File: src/logic/soc_pkg.sv
/* Peripheral bus types, address map and device table contents.
   Slots sit back to back from byte address 0 in index order. */
package soc_pkg;

	localparam int ARCH_BITSZ = 32;
	// Word address, bytes are reached through the selects
	localparam int ADDR_BITSZ = 30;

	typedef enum logic [1:0] {
		PI1_NOP = 2'b00,
		PI1_WR  = 2'b01,
		PI1_RD  = 2'b10,
		PI1_RW  = 2'b11
	} pi1_op_t;

	typedef struct packed {
		pi1_op_t                 op;
		logic [ADDR_BITSZ-1:0]   addr;
		logic [ARCH_BITSZ-1:0]   data;
		logic [ARCH_BITSZ/8-1:0] sel;
	} pi1_req_t;

	typedef struct packed {
		logic [ARCH_BITSZ-1:0] data;
		logic                  rdy;
	} pi1_rsp_t;

	localparam int S_DEVTBL    = 0;
	localparam int S_INTCTRL   = 1;
	localparam int S_BOOTRAM   = 2;
	localparam int S_INVALID   = 3;
	localparam int SLAVE_COUNT = 4;

	// Per-slot tables, element k belongs to slave index k
	localparam logic [SLAVE_COUNT-1:0][ARCH_BITSZ-1:0] SLAVE_MAPSZ =
		{32'h1000, 32'h100, 32'h100, 32'h100};
	localparam logic [SLAVE_COUNT-1:0][ARCH_BITSZ-1:0] SLAVE_ID =
		{32'd0, 32'd0, 32'd3, 32'd7};
	localparam logic [SLAVE_COUNT-1:0] SLAVE_USEINTR = 4'b0010;

	localparam int INT_SRC_COUNT = 2;
	localparam int INT_SRC_A     = 0;
	localparam int INT_SRC_B     = 1;

	typedef enum logic [1:0] {
		SWRST_NONE   = 2'b00,
		SWRST_PWROFF = 2'b01,
		SWRST_WARM   = 2'b10,
		SWRST_COLD   = 2'b11
	} swrst_t;

endpackage

File: src/logic/reset_seq.sv
/* Bus reset stays high for 2^RST_CNTR_BITSZ-1 cycles after the last request.
   Power-off is sticky and only rst_p clears it. */
`timescale 1ns/1ps

module reset_seq #(
	parameter int RST_CNTR_BITSZ = 4
) (
	input  logic             clk24mhz,
	input  logic             rst_p,
	input  soc_pkg::swrst_t  swrst_i,
	output logic             sys_rst_o,
	output logic             pwroff_o
);

	logic [RST_CNTR_BITSZ-1:0] rst_cntr;
	logic                      pwroff_q;
	logic                      restart;

	// Warm and cold codes both restart the sequence
	assign restart = rst_p
		|| (swrst_i == soc_pkg::SWRST_WARM)
		|| (swrst_i == soc_pkg::SWRST_COLD);

	always_ff @(posedge clk24mhz) begin
		if (restart)
			rst_cntr <= '1;
		else if (rst_cntr != '0)
			rst_cntr <= rst_cntr - 1'b1;
	end

	always_ff @(posedge clk24mhz) begin
		if (rst_p)
			pwroff_q <= 1'b0;
		else if (swrst_i == soc_pkg::SWRST_PWROFF)
			pwroff_q <= 1'b1;
	end

	assign sys_rst_o = (rst_cntr != '0) || pwroff_q;
	assign pwroff_o  = pwroff_q;

	// Once off, the bus stays in reset until the button
	a_pwroff_hold: assert property (@(posedge clk24mhz) disable iff (rst_p)
		pwroff_o |-> sys_rst_o ##1 (pwroff_o && sys_rst_o));

endmodule

File: src/logic/pi1_decoder.sv
/* Single master address decoder, anything outside slots 0..2 goes to the
   default slave, which answers in the same cycle with zero data. */
`timescale 1ns/1ps

module pi1_decoder (
	input  logic                                clk24mhz,
	input  soc_pkg::pi1_req_t                   m_req_i,
	output soc_pkg::pi1_rsp_t                   m_rsp_o,
	output soc_pkg::pi1_req_t                   s_req_o,
	output logic [soc_pkg::SLAVE_COUNT-1:0]     s_sel_o,
	input  soc_pkg::pi1_rsp_t                   s_rsp_i [soc_pkg::SLAVE_COUNT-1]
);

	logic stray_rdy;

	// Request goes to every slave, only the selected one acts on it
	assign s_req_o = m_req_i;

	always_comb begin
		logic [soc_pkg::ARCH_BITSZ:0] byte_addr;
		logic [soc_pkg::ARCH_BITSZ:0] base;
		logic [soc_pkg::ARCH_BITSZ:0] limit;
		byte_addr = {1'b0, m_req_i.addr, 2'b00};
		base = '0;
		s_sel_o = '0;
		for (int k = 0; k < soc_pkg::S_INVALID; k++) begin
			limit = base + {1'b0, soc_pkg::SLAVE_MAPSZ[k]};
			if (byte_addr >= base && byte_addr < limit)
				s_sel_o[k] = 1'b1;
			base = limit;
		end
		// Unmapped address
		if (s_sel_o == '0)
			s_sel_o[soc_pkg::S_INVALID] = 1'b1;
	end

	always_comb begin
		m_rsp_o.data = '0;
		m_rsp_o.rdy  = 1'b0;
		if (s_sel_o[soc_pkg::S_INVALID]) begin
			m_rsp_o.rdy = (m_req_i.op != soc_pkg::PI1_NOP);
		end else begin
			for (int k = 0; k < soc_pkg::S_INVALID; k++) begin
				if (s_sel_o[k])
					m_rsp_o = s_rsp_i[k];
			end
		end
	end

	// A slave that is not addressed must not answer
	always_comb begin
		stray_rdy = 1'b0;
		for (int k = 0; k < soc_pkg::S_INVALID; k++) begin
			if (!s_sel_o[k] && s_rsp_i[k].rdy)
				stray_rdy = 1'b1;
		end
	end

	a_sel_onehot: assert property (@(posedge clk24mhz)
		(m_req_i.op != soc_pkg::PI1_NOP) |-> ($onehot(s_sel_o) && !stray_rdy));

endmodule

File: src/logic/dev_table.sv
/* Read-only slot table plus the software reset word at word 2*SLAVE_COUNT.
   The stored reset code is cleared by sys_rst itself. */
`timescale 1ns/1ps

module dev_table (
	input  logic               clk24mhz,
	input  logic               sys_rst_i,
	input  soc_pkg::pi1_req_t  req_i,
	input  logic               sel_i,
	output soc_pkg::pi1_rsp_t  rsp_o,
	output soc_pkg::swrst_t    swrst_o
);

	localparam int WIDX_BITSZ = $clog2(soc_pkg::SLAVE_MAPSZ[soc_pkg::S_DEVTBL] / 4);
	localparam int SLOT_BITSZ = $clog2(soc_pkg::SLAVE_COUNT);
	localparam logic [WIDX_BITSZ-1:0] RST_WORD = WIDX_BITSZ'(2 * soc_pkg::SLAVE_COUNT);

	logic [WIDX_BITSZ-1:0]          widx;
	logic [SLOT_BITSZ-1:0]          slot;
	logic [soc_pkg::ARCH_BITSZ-1:0] rd_word;
	logic [soc_pkg::ARCH_BITSZ-1:0] rd_q;
	logic                           rdy_q;
	logic                           acc;
	logic                           wr;
	soc_pkg::swrst_t                swrst_q;

	assign widx = req_i.addr[WIDX_BITSZ-1:0];
	assign slot = widx[SLOT_BITSZ:1];
	assign acc  = !sys_rst_i && sel_i && (req_i.op != soc_pkg::PI1_NOP) && !rdy_q;
	assign wr   = (req_i.op == soc_pkg::PI1_WR) || (req_i.op == soc_pkg::PI1_RW);

	// Even words carry id and interrupt flag, odd words the map size
	always_comb begin
		rd_word = '0;
		if (widx < RST_WORD) begin
			if (!widx[0])
				rd_word = {soc_pkg::SLAVE_USEINTR[slot],
					soc_pkg::SLAVE_ID[slot][soc_pkg::ARCH_BITSZ-2:0]};
			else
				rd_word = soc_pkg::SLAVE_MAPSZ[slot];
		end else if (widx == RST_WORD) begin
			rd_word = {{(soc_pkg::ARCH_BITSZ-2){1'b0}}, swrst_q};
		end
	end

	always_ff @(posedge clk24mhz) begin
		if (sys_rst_i) begin
			rdy_q   <= 1'b0;
			swrst_q <= soc_pkg::SWRST_NONE;
		end else begin
			rdy_q <= acc;
			if (acc && wr && widx == RST_WORD && req_i.sel[0])
				swrst_q <= soc_pkg::swrst_t'(req_i.data[1:0]);
		end
	end

	always_ff @(posedge clk24mhz) begin
		if (acc)
			rd_q <= rd_word;
	end

	assign rsp_o.data = rd_q;
	assign rsp_o.rdy  = rdy_q;
	assign swrst_o    = swrst_q;

endmodule

File: src/logic/int_ctrl.sv
/* One destination, fixed priority with the lowest source index winning.
   A source must drop its request within a cycle of its acknowledge pulse. */
`timescale 1ns/1ps

module int_ctrl (
	input  logic                              clk24mhz,
	input  logic                              sys_rst_i,
	input  soc_pkg::pi1_req_t                 req_i,
	input  logic                              sel_i,
	output soc_pkg::pi1_rsp_t                 rsp_o,
	input  logic [soc_pkg::INT_SRC_COUNT-1:0] int_src_i,
	output logic [soc_pkg::INT_SRC_COUNT-1:0] int_src_ack_o,
	output logic                              intrqst_o
);

	localparam int IDX_BITSZ  = $clog2(soc_pkg::INT_SRC_COUNT);
	localparam int WIDX_BITSZ = $clog2(soc_pkg::SLAVE_MAPSZ[soc_pkg::S_INTCTRL] / 4);

	logic [WIDX_BITSZ-1:0]             widx;
	logic                              acc;
	logic                              wr;
	logic                              rdy_q;
	logic [soc_pkg::ARCH_BITSZ-1:0]    rd_q;
	logic [soc_pkg::INT_SRC_COUNT-1:0] en_q;
	logic [soc_pkg::INT_SRC_COUNT-1:0] ack_q;
	logic                              pend_q;
	logic [IDX_BITSZ-1:0]              idx_q;
	logic                              hit;
	logic [IDX_BITSZ-1:0]              hit_idx;

	assign widx = req_i.addr[WIDX_BITSZ-1:0];
	assign acc  = !sys_rst_i && sel_i && (req_i.op != soc_pkg::PI1_NOP) && !rdy_q;
	assign wr   = (req_i.op == soc_pkg::PI1_WR) || (req_i.op == soc_pkg::PI1_RW);

	// Scan downwards so the lowest enabled request wins
	always_comb begin
		hit     = 1'b0;
		hit_idx = '0;
		for (int k = soc_pkg::INT_SRC_COUNT - 1; k >= 0; k--) begin
			if (int_src_i[k] && en_q[k]) begin
				hit     = 1'b1;
				hit_idx = IDX_BITSZ'(k);
			end
		end
	end

	always_ff @(posedge clk24mhz) begin
		if (sys_rst_i) begin
			rdy_q  <= 1'b0;
			en_q   <= '0;
			ack_q  <= '0;
			pend_q <= 1'b0;
			idx_q  <= '0;
		end else begin
			rdy_q <= acc;
			ack_q <= '0;
			if (acc && wr && widx == 1 && req_i.sel[0])
				en_q <= req_i.data[soc_pkg::INT_SRC_COUNT-1:0];
			if (acc && wr && widx == 0 && pend_q) begin
				ack_q[idx_q] <= 1'b1;
				pend_q       <= 1'b0;
			end else if (!pend_q && ack_q == '0 && hit) begin
				// Skip the ack cycle so the acked source can drop first
				pend_q <= 1'b1;
				idx_q  <= hit_idx;
			end
		end
	end

	always_ff @(posedge clk24mhz) begin
		if (acc) begin
			if (widx == 0)
				rd_q <= {pend_q, {(soc_pkg::ARCH_BITSZ-1-IDX_BITSZ){1'b0}}, idx_q};
			else if (widx == 1)
				rd_q <= {{(soc_pkg::ARCH_BITSZ-soc_pkg::INT_SRC_COUNT){1'b0}}, en_q};
			else
				rd_q <= '0;
		end
	end

	assign rsp_o.data    = rd_q;
	assign rsp_o.rdy     = rdy_q;
	assign int_src_ack_o = ack_q;
	assign intrqst_o     = pend_q;

	// An ack only follows a pending request and ends it
	a_ack_onehot: assert property (@(posedge clk24mhz) disable iff (sys_rst_i)
		$onehot0(int_src_ack_o)
		and ((int_src_ack_o != '0) |-> (!intrqst_o && $past(intrqst_o))));

endmodule

File: src/logic/boot_ram.sv
/* Word RAM with byte selects, contents survive reset.
   RW returns the old word and writes the selected new bytes. */
`timescale 1ns/1ps

module boot_ram #(
	parameter int RAM_WORDS = 64
) (
	input  logic               clk24mhz,
	input  logic               sys_rst_i,
	input  soc_pkg::pi1_req_t  req_i,
	input  logic               sel_i,
	output soc_pkg::pi1_rsp_t  rsp_o
);

	localparam int AW = $clog2(RAM_WORDS);

	logic [soc_pkg::ARCH_BITSZ-1:0] mem [RAM_WORDS];
	logic [soc_pkg::ARCH_BITSZ-1:0] rd_q;
	logic [AW-1:0]                  waddr;
	logic                           rdy_q;
	logic                           acc;
	logic                           wr;

	assign waddr = req_i.addr[AW-1:0];
	assign acc   = !sys_rst_i && sel_i && (req_i.op != soc_pkg::PI1_NOP) && !rdy_q;
	assign wr    = (req_i.op == soc_pkg::PI1_WR) || (req_i.op == soc_pkg::PI1_RW);

	always_ff @(posedge clk24mhz) begin
		if (acc) begin
			rd_q <= mem[waddr];
			for (int b = 0; b < soc_pkg::ARCH_BITSZ / 8; b++) begin
				if (wr && req_i.sel[b])
					mem[waddr][8*b +: 8] <= req_i.data[8*b +: 8];
			end
		end
	end

	always_ff @(posedge clk24mhz) begin
		if (sys_rst_i)
			rdy_q <= 1'b0;
		else
			rdy_q <= acc;
	end

	assign rsp_o.data = rd_q;
	assign rsp_o.rdy  = rdy_q;

endmodule

File: src/logic/soc_top.sv
/* Peripheral bus with a single host port. Host ops are ignored until
   sys_rst_o falls. */
`timescale 1ns/1ps

module soc_top #(
	parameter int RST_CNTR_BITSZ = 4
) (
	input  logic                              clk24mhz,
	input  logic                              rst_p,
	input  soc_pkg::pi1_req_t                 host_req_i,
	output soc_pkg::pi1_rsp_t                 host_rsp_o,
	input  logic [soc_pkg::INT_SRC_COUNT-1:0] int_src_i,
	output logic [soc_pkg::INT_SRC_COUNT-1:0] int_src_ack_o,
	output logic                              intrqst_o,
	output logic                              sys_rst_o,
	output logic                              pwroff_o
);

	localparam int RAM_WORDS = soc_pkg::SLAVE_MAPSZ[soc_pkg::S_BOOTRAM] / 4;

	soc_pkg::pi1_req_t                   s_req;
	logic [soc_pkg::SLAVE_COUNT-1:0]     s_sel;
	soc_pkg::pi1_rsp_t                   s_rsp [soc_pkg::SLAVE_COUNT-1];
	soc_pkg::swrst_t                     swrst;
	logic                                sys_rst;

	reset_seq #(
		.RST_CNTR_BITSZ (RST_CNTR_BITSZ)
	) reset_seq0 (
		.clk24mhz  (clk24mhz),
		.rst_p     (rst_p),
		.swrst_i   (swrst),
		.sys_rst_o (sys_rst),
		.pwroff_o  (pwroff_o)
	);

	pi1_decoder pi1_decoder0 (
		.clk24mhz (clk24mhz),
		.m_req_i  (host_req_i),
		.m_rsp_o  (host_rsp_o),
		.s_req_o  (s_req),
		.s_sel_o  (s_sel),
		.s_rsp_i  (s_rsp)
	);

	dev_table dev_table0 (
		.clk24mhz  (clk24mhz),
		.sys_rst_i (sys_rst),
		.req_i     (s_req),
		.sel_i     (s_sel[soc_pkg::S_DEVTBL]),
		.rsp_o     (s_rsp[soc_pkg::S_DEVTBL]),
		.swrst_o   (swrst)
	);

	int_ctrl int_ctrl0 (
		.clk24mhz      (clk24mhz),
		.sys_rst_i     (sys_rst),
		.req_i         (s_req),
		.sel_i         (s_sel[soc_pkg::S_INTCTRL]),
		.rsp_o         (s_rsp[soc_pkg::S_INTCTRL]),
		.int_src_i     (int_src_i),
		.int_src_ack_o (int_src_ack_o),
		.intrqst_o     (intrqst_o)
	);

	boot_ram #(
		.RAM_WORDS (RAM_WORDS)
	) boot_ram0 (
		.clk24mhz  (clk24mhz),
		.sys_rst_i (sys_rst),
		.req_i     (s_req),
		.sel_i     (s_sel[soc_pkg::S_BOOTRAM]),
		.rsp_o     (s_rsp[soc_pkg::S_BOOTRAM])
	);

	assign sys_rst_o = sys_rst;

endmodule

File: config.mk
export PLATFORM = sky130hd
export DESIGN_NAME = soc_top
export DESIGN_NICKNAME = d
export VERILOG_FILES = /design/src/logic/soc_pkg.sv /design/src/logic/reset_seq.sv /design/src/logic/pi1_decoder.sv /design/src/logic/dev_table.sv /design/src/logic/int_ctrl.sv /design/src/logic/boot_ram.sv /design/src/logic/soc_top.sv
export SDC_FILE = /design/constraint.sdc
export NUM_CORES = 2
export LEC_CHECK = 0
export ABC_AREA = 1
export BUFFER_PORTS_ARGS = -buffer_cell sky130_fd_sc_hd__buf_2
export CAP_MARGIN = 20
export CORE_MARGIN = 2
export CORE_UTILIZATION = 40
export DETAILED_ROUTE_END_ITERATION = 16
export PLACE_DENSITY = 0.67
export SLEW_MARGIN = 20
export SYNTH_ARGS = -nofsm -noshare
export SYNTH_HDL_FRONTEND = slang
export SYNTH_HIERARCHICAL = 1
export SYNTH_SLANG_ARGS = --single-unit
File: constraint.sdc
create_clock -name clk24mhz -period 3.2 [get_ports clk24mhz]
set_input_delay 0.32 -clock clk24mhz [delete_from_list [all_inputs] [get_ports clk24mhz]]
set_output_delay 0.32 -clock clk24mhz [all_outputs]
set_load 0.05 [all_outputs]
==> impl_metrics.env <==
export IMPL_status="finished clean"
export IMPL_worst_pin_slew_ns=1.16
export IMPL_design_die_area_mm2=0.232
export IMPL_synthesis_area_mm2=0.0914
export IMPL_fillCellCount=20700
export IMPL_cts_tree="yes"
export IMPL_post_cts_resized=0
export IMPL_root_buffer="clkbuf_16"
export IMPL_grt_overflow_total=0
export IMPL_period_share=0.926
export IMPL_ir_worst_vdd_mv=0.512
export IMPL_place_area_mm2=0.0973
export IMPL_fin_tns_setup_ns=0
export IMPL_die_w_um=482
export IMPL_dp_hpwl_mm=168
export IMPL_cp_end_kind="flop"
export IMPL_num_rows=175
export IMPL_hold_viol_final=0
export IMPL_start_util=0.402
export IMPL_first_pass_iters=9
export IMPL_die_h_um=482
export IMPL_crit_required_ns=3.75
export IMPL_setup_viol=0
export IMPL_grt_pass1_vias=62900
export IMPL_nNetsFinal=9635
export IMPL_synthCells=9258
export IMPL_cts_buffer_depth=3
export IMPL_worstSkewPairLatency_ns=0.86
export IMPL_drt_iter0_drc=7498
export IMPL_cts_htree_levels=4
export IMPL_yosysWarnings=6
export IMPL_fin_skew_ns=0.0272
export IMPL_grt_use_total=0.222
export IMPL_start_kind="flop"
export IMPL_fin_crit_ns=2.96
export IMPL_io_buffers=109
export IMPL_num_vias=64700
export IMPL_final_cell_area_mm2=0.104
export IMPL_syn_area_per_cell_um2=9.87
export IMPL_drc=0
export IMPL_area_growth_pct=13.7
export IMPL_clk_pin_slew_ns=0.06
export IMPL_ant_nets=0
export IMPL_rsz0062_at_grt="no"
export IMPL_p_leak_uw=0.0435
export IMPL_viasPerCell=5.08
export IMPL_antenna_found_initial=23
export IMPL_relSlewSlack=0.222
export IMPL_crit_type="reg -> reg"
export IMPL_wl_per_cell_um=20.6
export IMPL_hp_class="in -> reg"
export IMPL_cts_sinks=2105
export IMPL_pin_count=110
export IMPL_slew_viol_final=0
export IMPL_finalWirelength_mm=262
export IMPL_drv_cap=0
export IMPL_layout_drive_gt1_share=0.0992
export IMPL_arrival_ns=3.52
export IMPL_grt_max_degree=234
export IMPL_max_clock_freq_mhz=338
export IMPL_cts_made_buffers=201
export IMPL_grt_pass1_wl_mm=386
export IMPL_core_mm2=0.227
export IMPL_powerDensity_mw_per_mm2=554
export IMPL_gp_congestion=0.910
export IMPL_crit_fanout=64
-- registers in the layout (all words and copies together), names as in the netlist, 2 cells and up --
signal and cells:
dev_table0/rd_q 6, boot_ram0/rd_q 32, reset_seq0/rst_cntr 4, int_ctrl0/int_src_ack_o 2, dev_table0/swrst_o 2, int_ctrl0/en_q 2
int_ctrl0/rd_q 3, boot_ram0/mem 2048
-- layout make-up --
cell class / count / area (um^2) / share of cell area
Sequential cell: 2105 / 63100 / 0.607
Multi-Input combinational cell: 6545 / 25000 / 0.241
Clock buffer: 239 / 5320 / 0.0512
Timing Repair Buffer: 617 / 5140 / 0.0495
Tap cell: 3009 / 3760 / 0.0362
Clock inverter: 122 / 1170 / 0.0113
Inverter: 91 / 382 / 0.00367
Antenna cell: 14 / 35.0 / 0.000337
-- power breakdown --
part	switching (uW)	leakage, uW	internal [uW]	total (uW)
Clock	10300	0.00315	13400	23800
Combinational	2620	0.0215	839	3460
Sequential	2.47	0.0189	30300	30300
-- placed cells by master, fill, tap and decap left out, drive strengths merged, types with 41 or more instances in the layout --
cell	instances
clkinv	80
nor2	484
buf	604
o21ai	41
nand3	58
nand2	5870
edfxtp	2089
clkbuf	239
conb	55
inv	100
-- final timing paths --
check | cells past startpoint | end | slack [ns] | start
setup / recovery | 9 | boot_ram0/mem[5][5] | 0.24 | reset_seq0/rst_cntr[0]
hold / removal | 2 | boot_ram0/mem[26][9] | 0.03 | host_req_i[13]
setup reg to reg | 9 | boot_ram0/mem[5][5] | 0.24 | reset_seq0/rst_cntr[0]
hold reg to reg | 1 | int_ctrl0/int_src_ack_o[0] | 0.41 | int_ctrl0/idx_q
-- worst max-delay path, cell delays in order (launching register included) --
cell	delay [ns]
dfxtp_1	0.31
inv_1	0.14
ha_1	0.29
nand3_1	0.18
or3b_2	0.58
nor2_4	0.30
nand2_2	0.11
buf_12	0.25
nor2_1	0.26
buf_4	0.21
-- repair_timing --
item / in CTS / in global routing
buffers inserted: 0 / 0
setup endpoints to repair: 0 / 0
hold buffers: 13 / 0
hold endpoints to repair: 53 / 0
-- metal layers --
metal	vias up	wire length, um	GRT usage	share of wire
met4	6	13800	0.106	0.053
met5	-	62	0	0.00024
li1	30200	-	-	-
met3	599	23700	0.0482	0.090
met2	2993	120000	0.354	0.46
met1	30900	105000	0.290	0.40
-- stage by stage --
stage,instances,setup slack (ns),total power [uW],util,hold slack (ns)
final,12700,0.238,57500,0.457,0.0321
after global placement,12400,0.0727,34300,0.428,0.402
after CTS,12700,0.258,57600,0.457,0.00357
after global routing,12700,0.169,59000,0.457,0.0474
after detailed placement,12400,0.0857,34300,0.428,0.408
after floorplan,9311,0.0400,33100,-,0.391
Note: power is estimated with default switching activity, not from simulation.
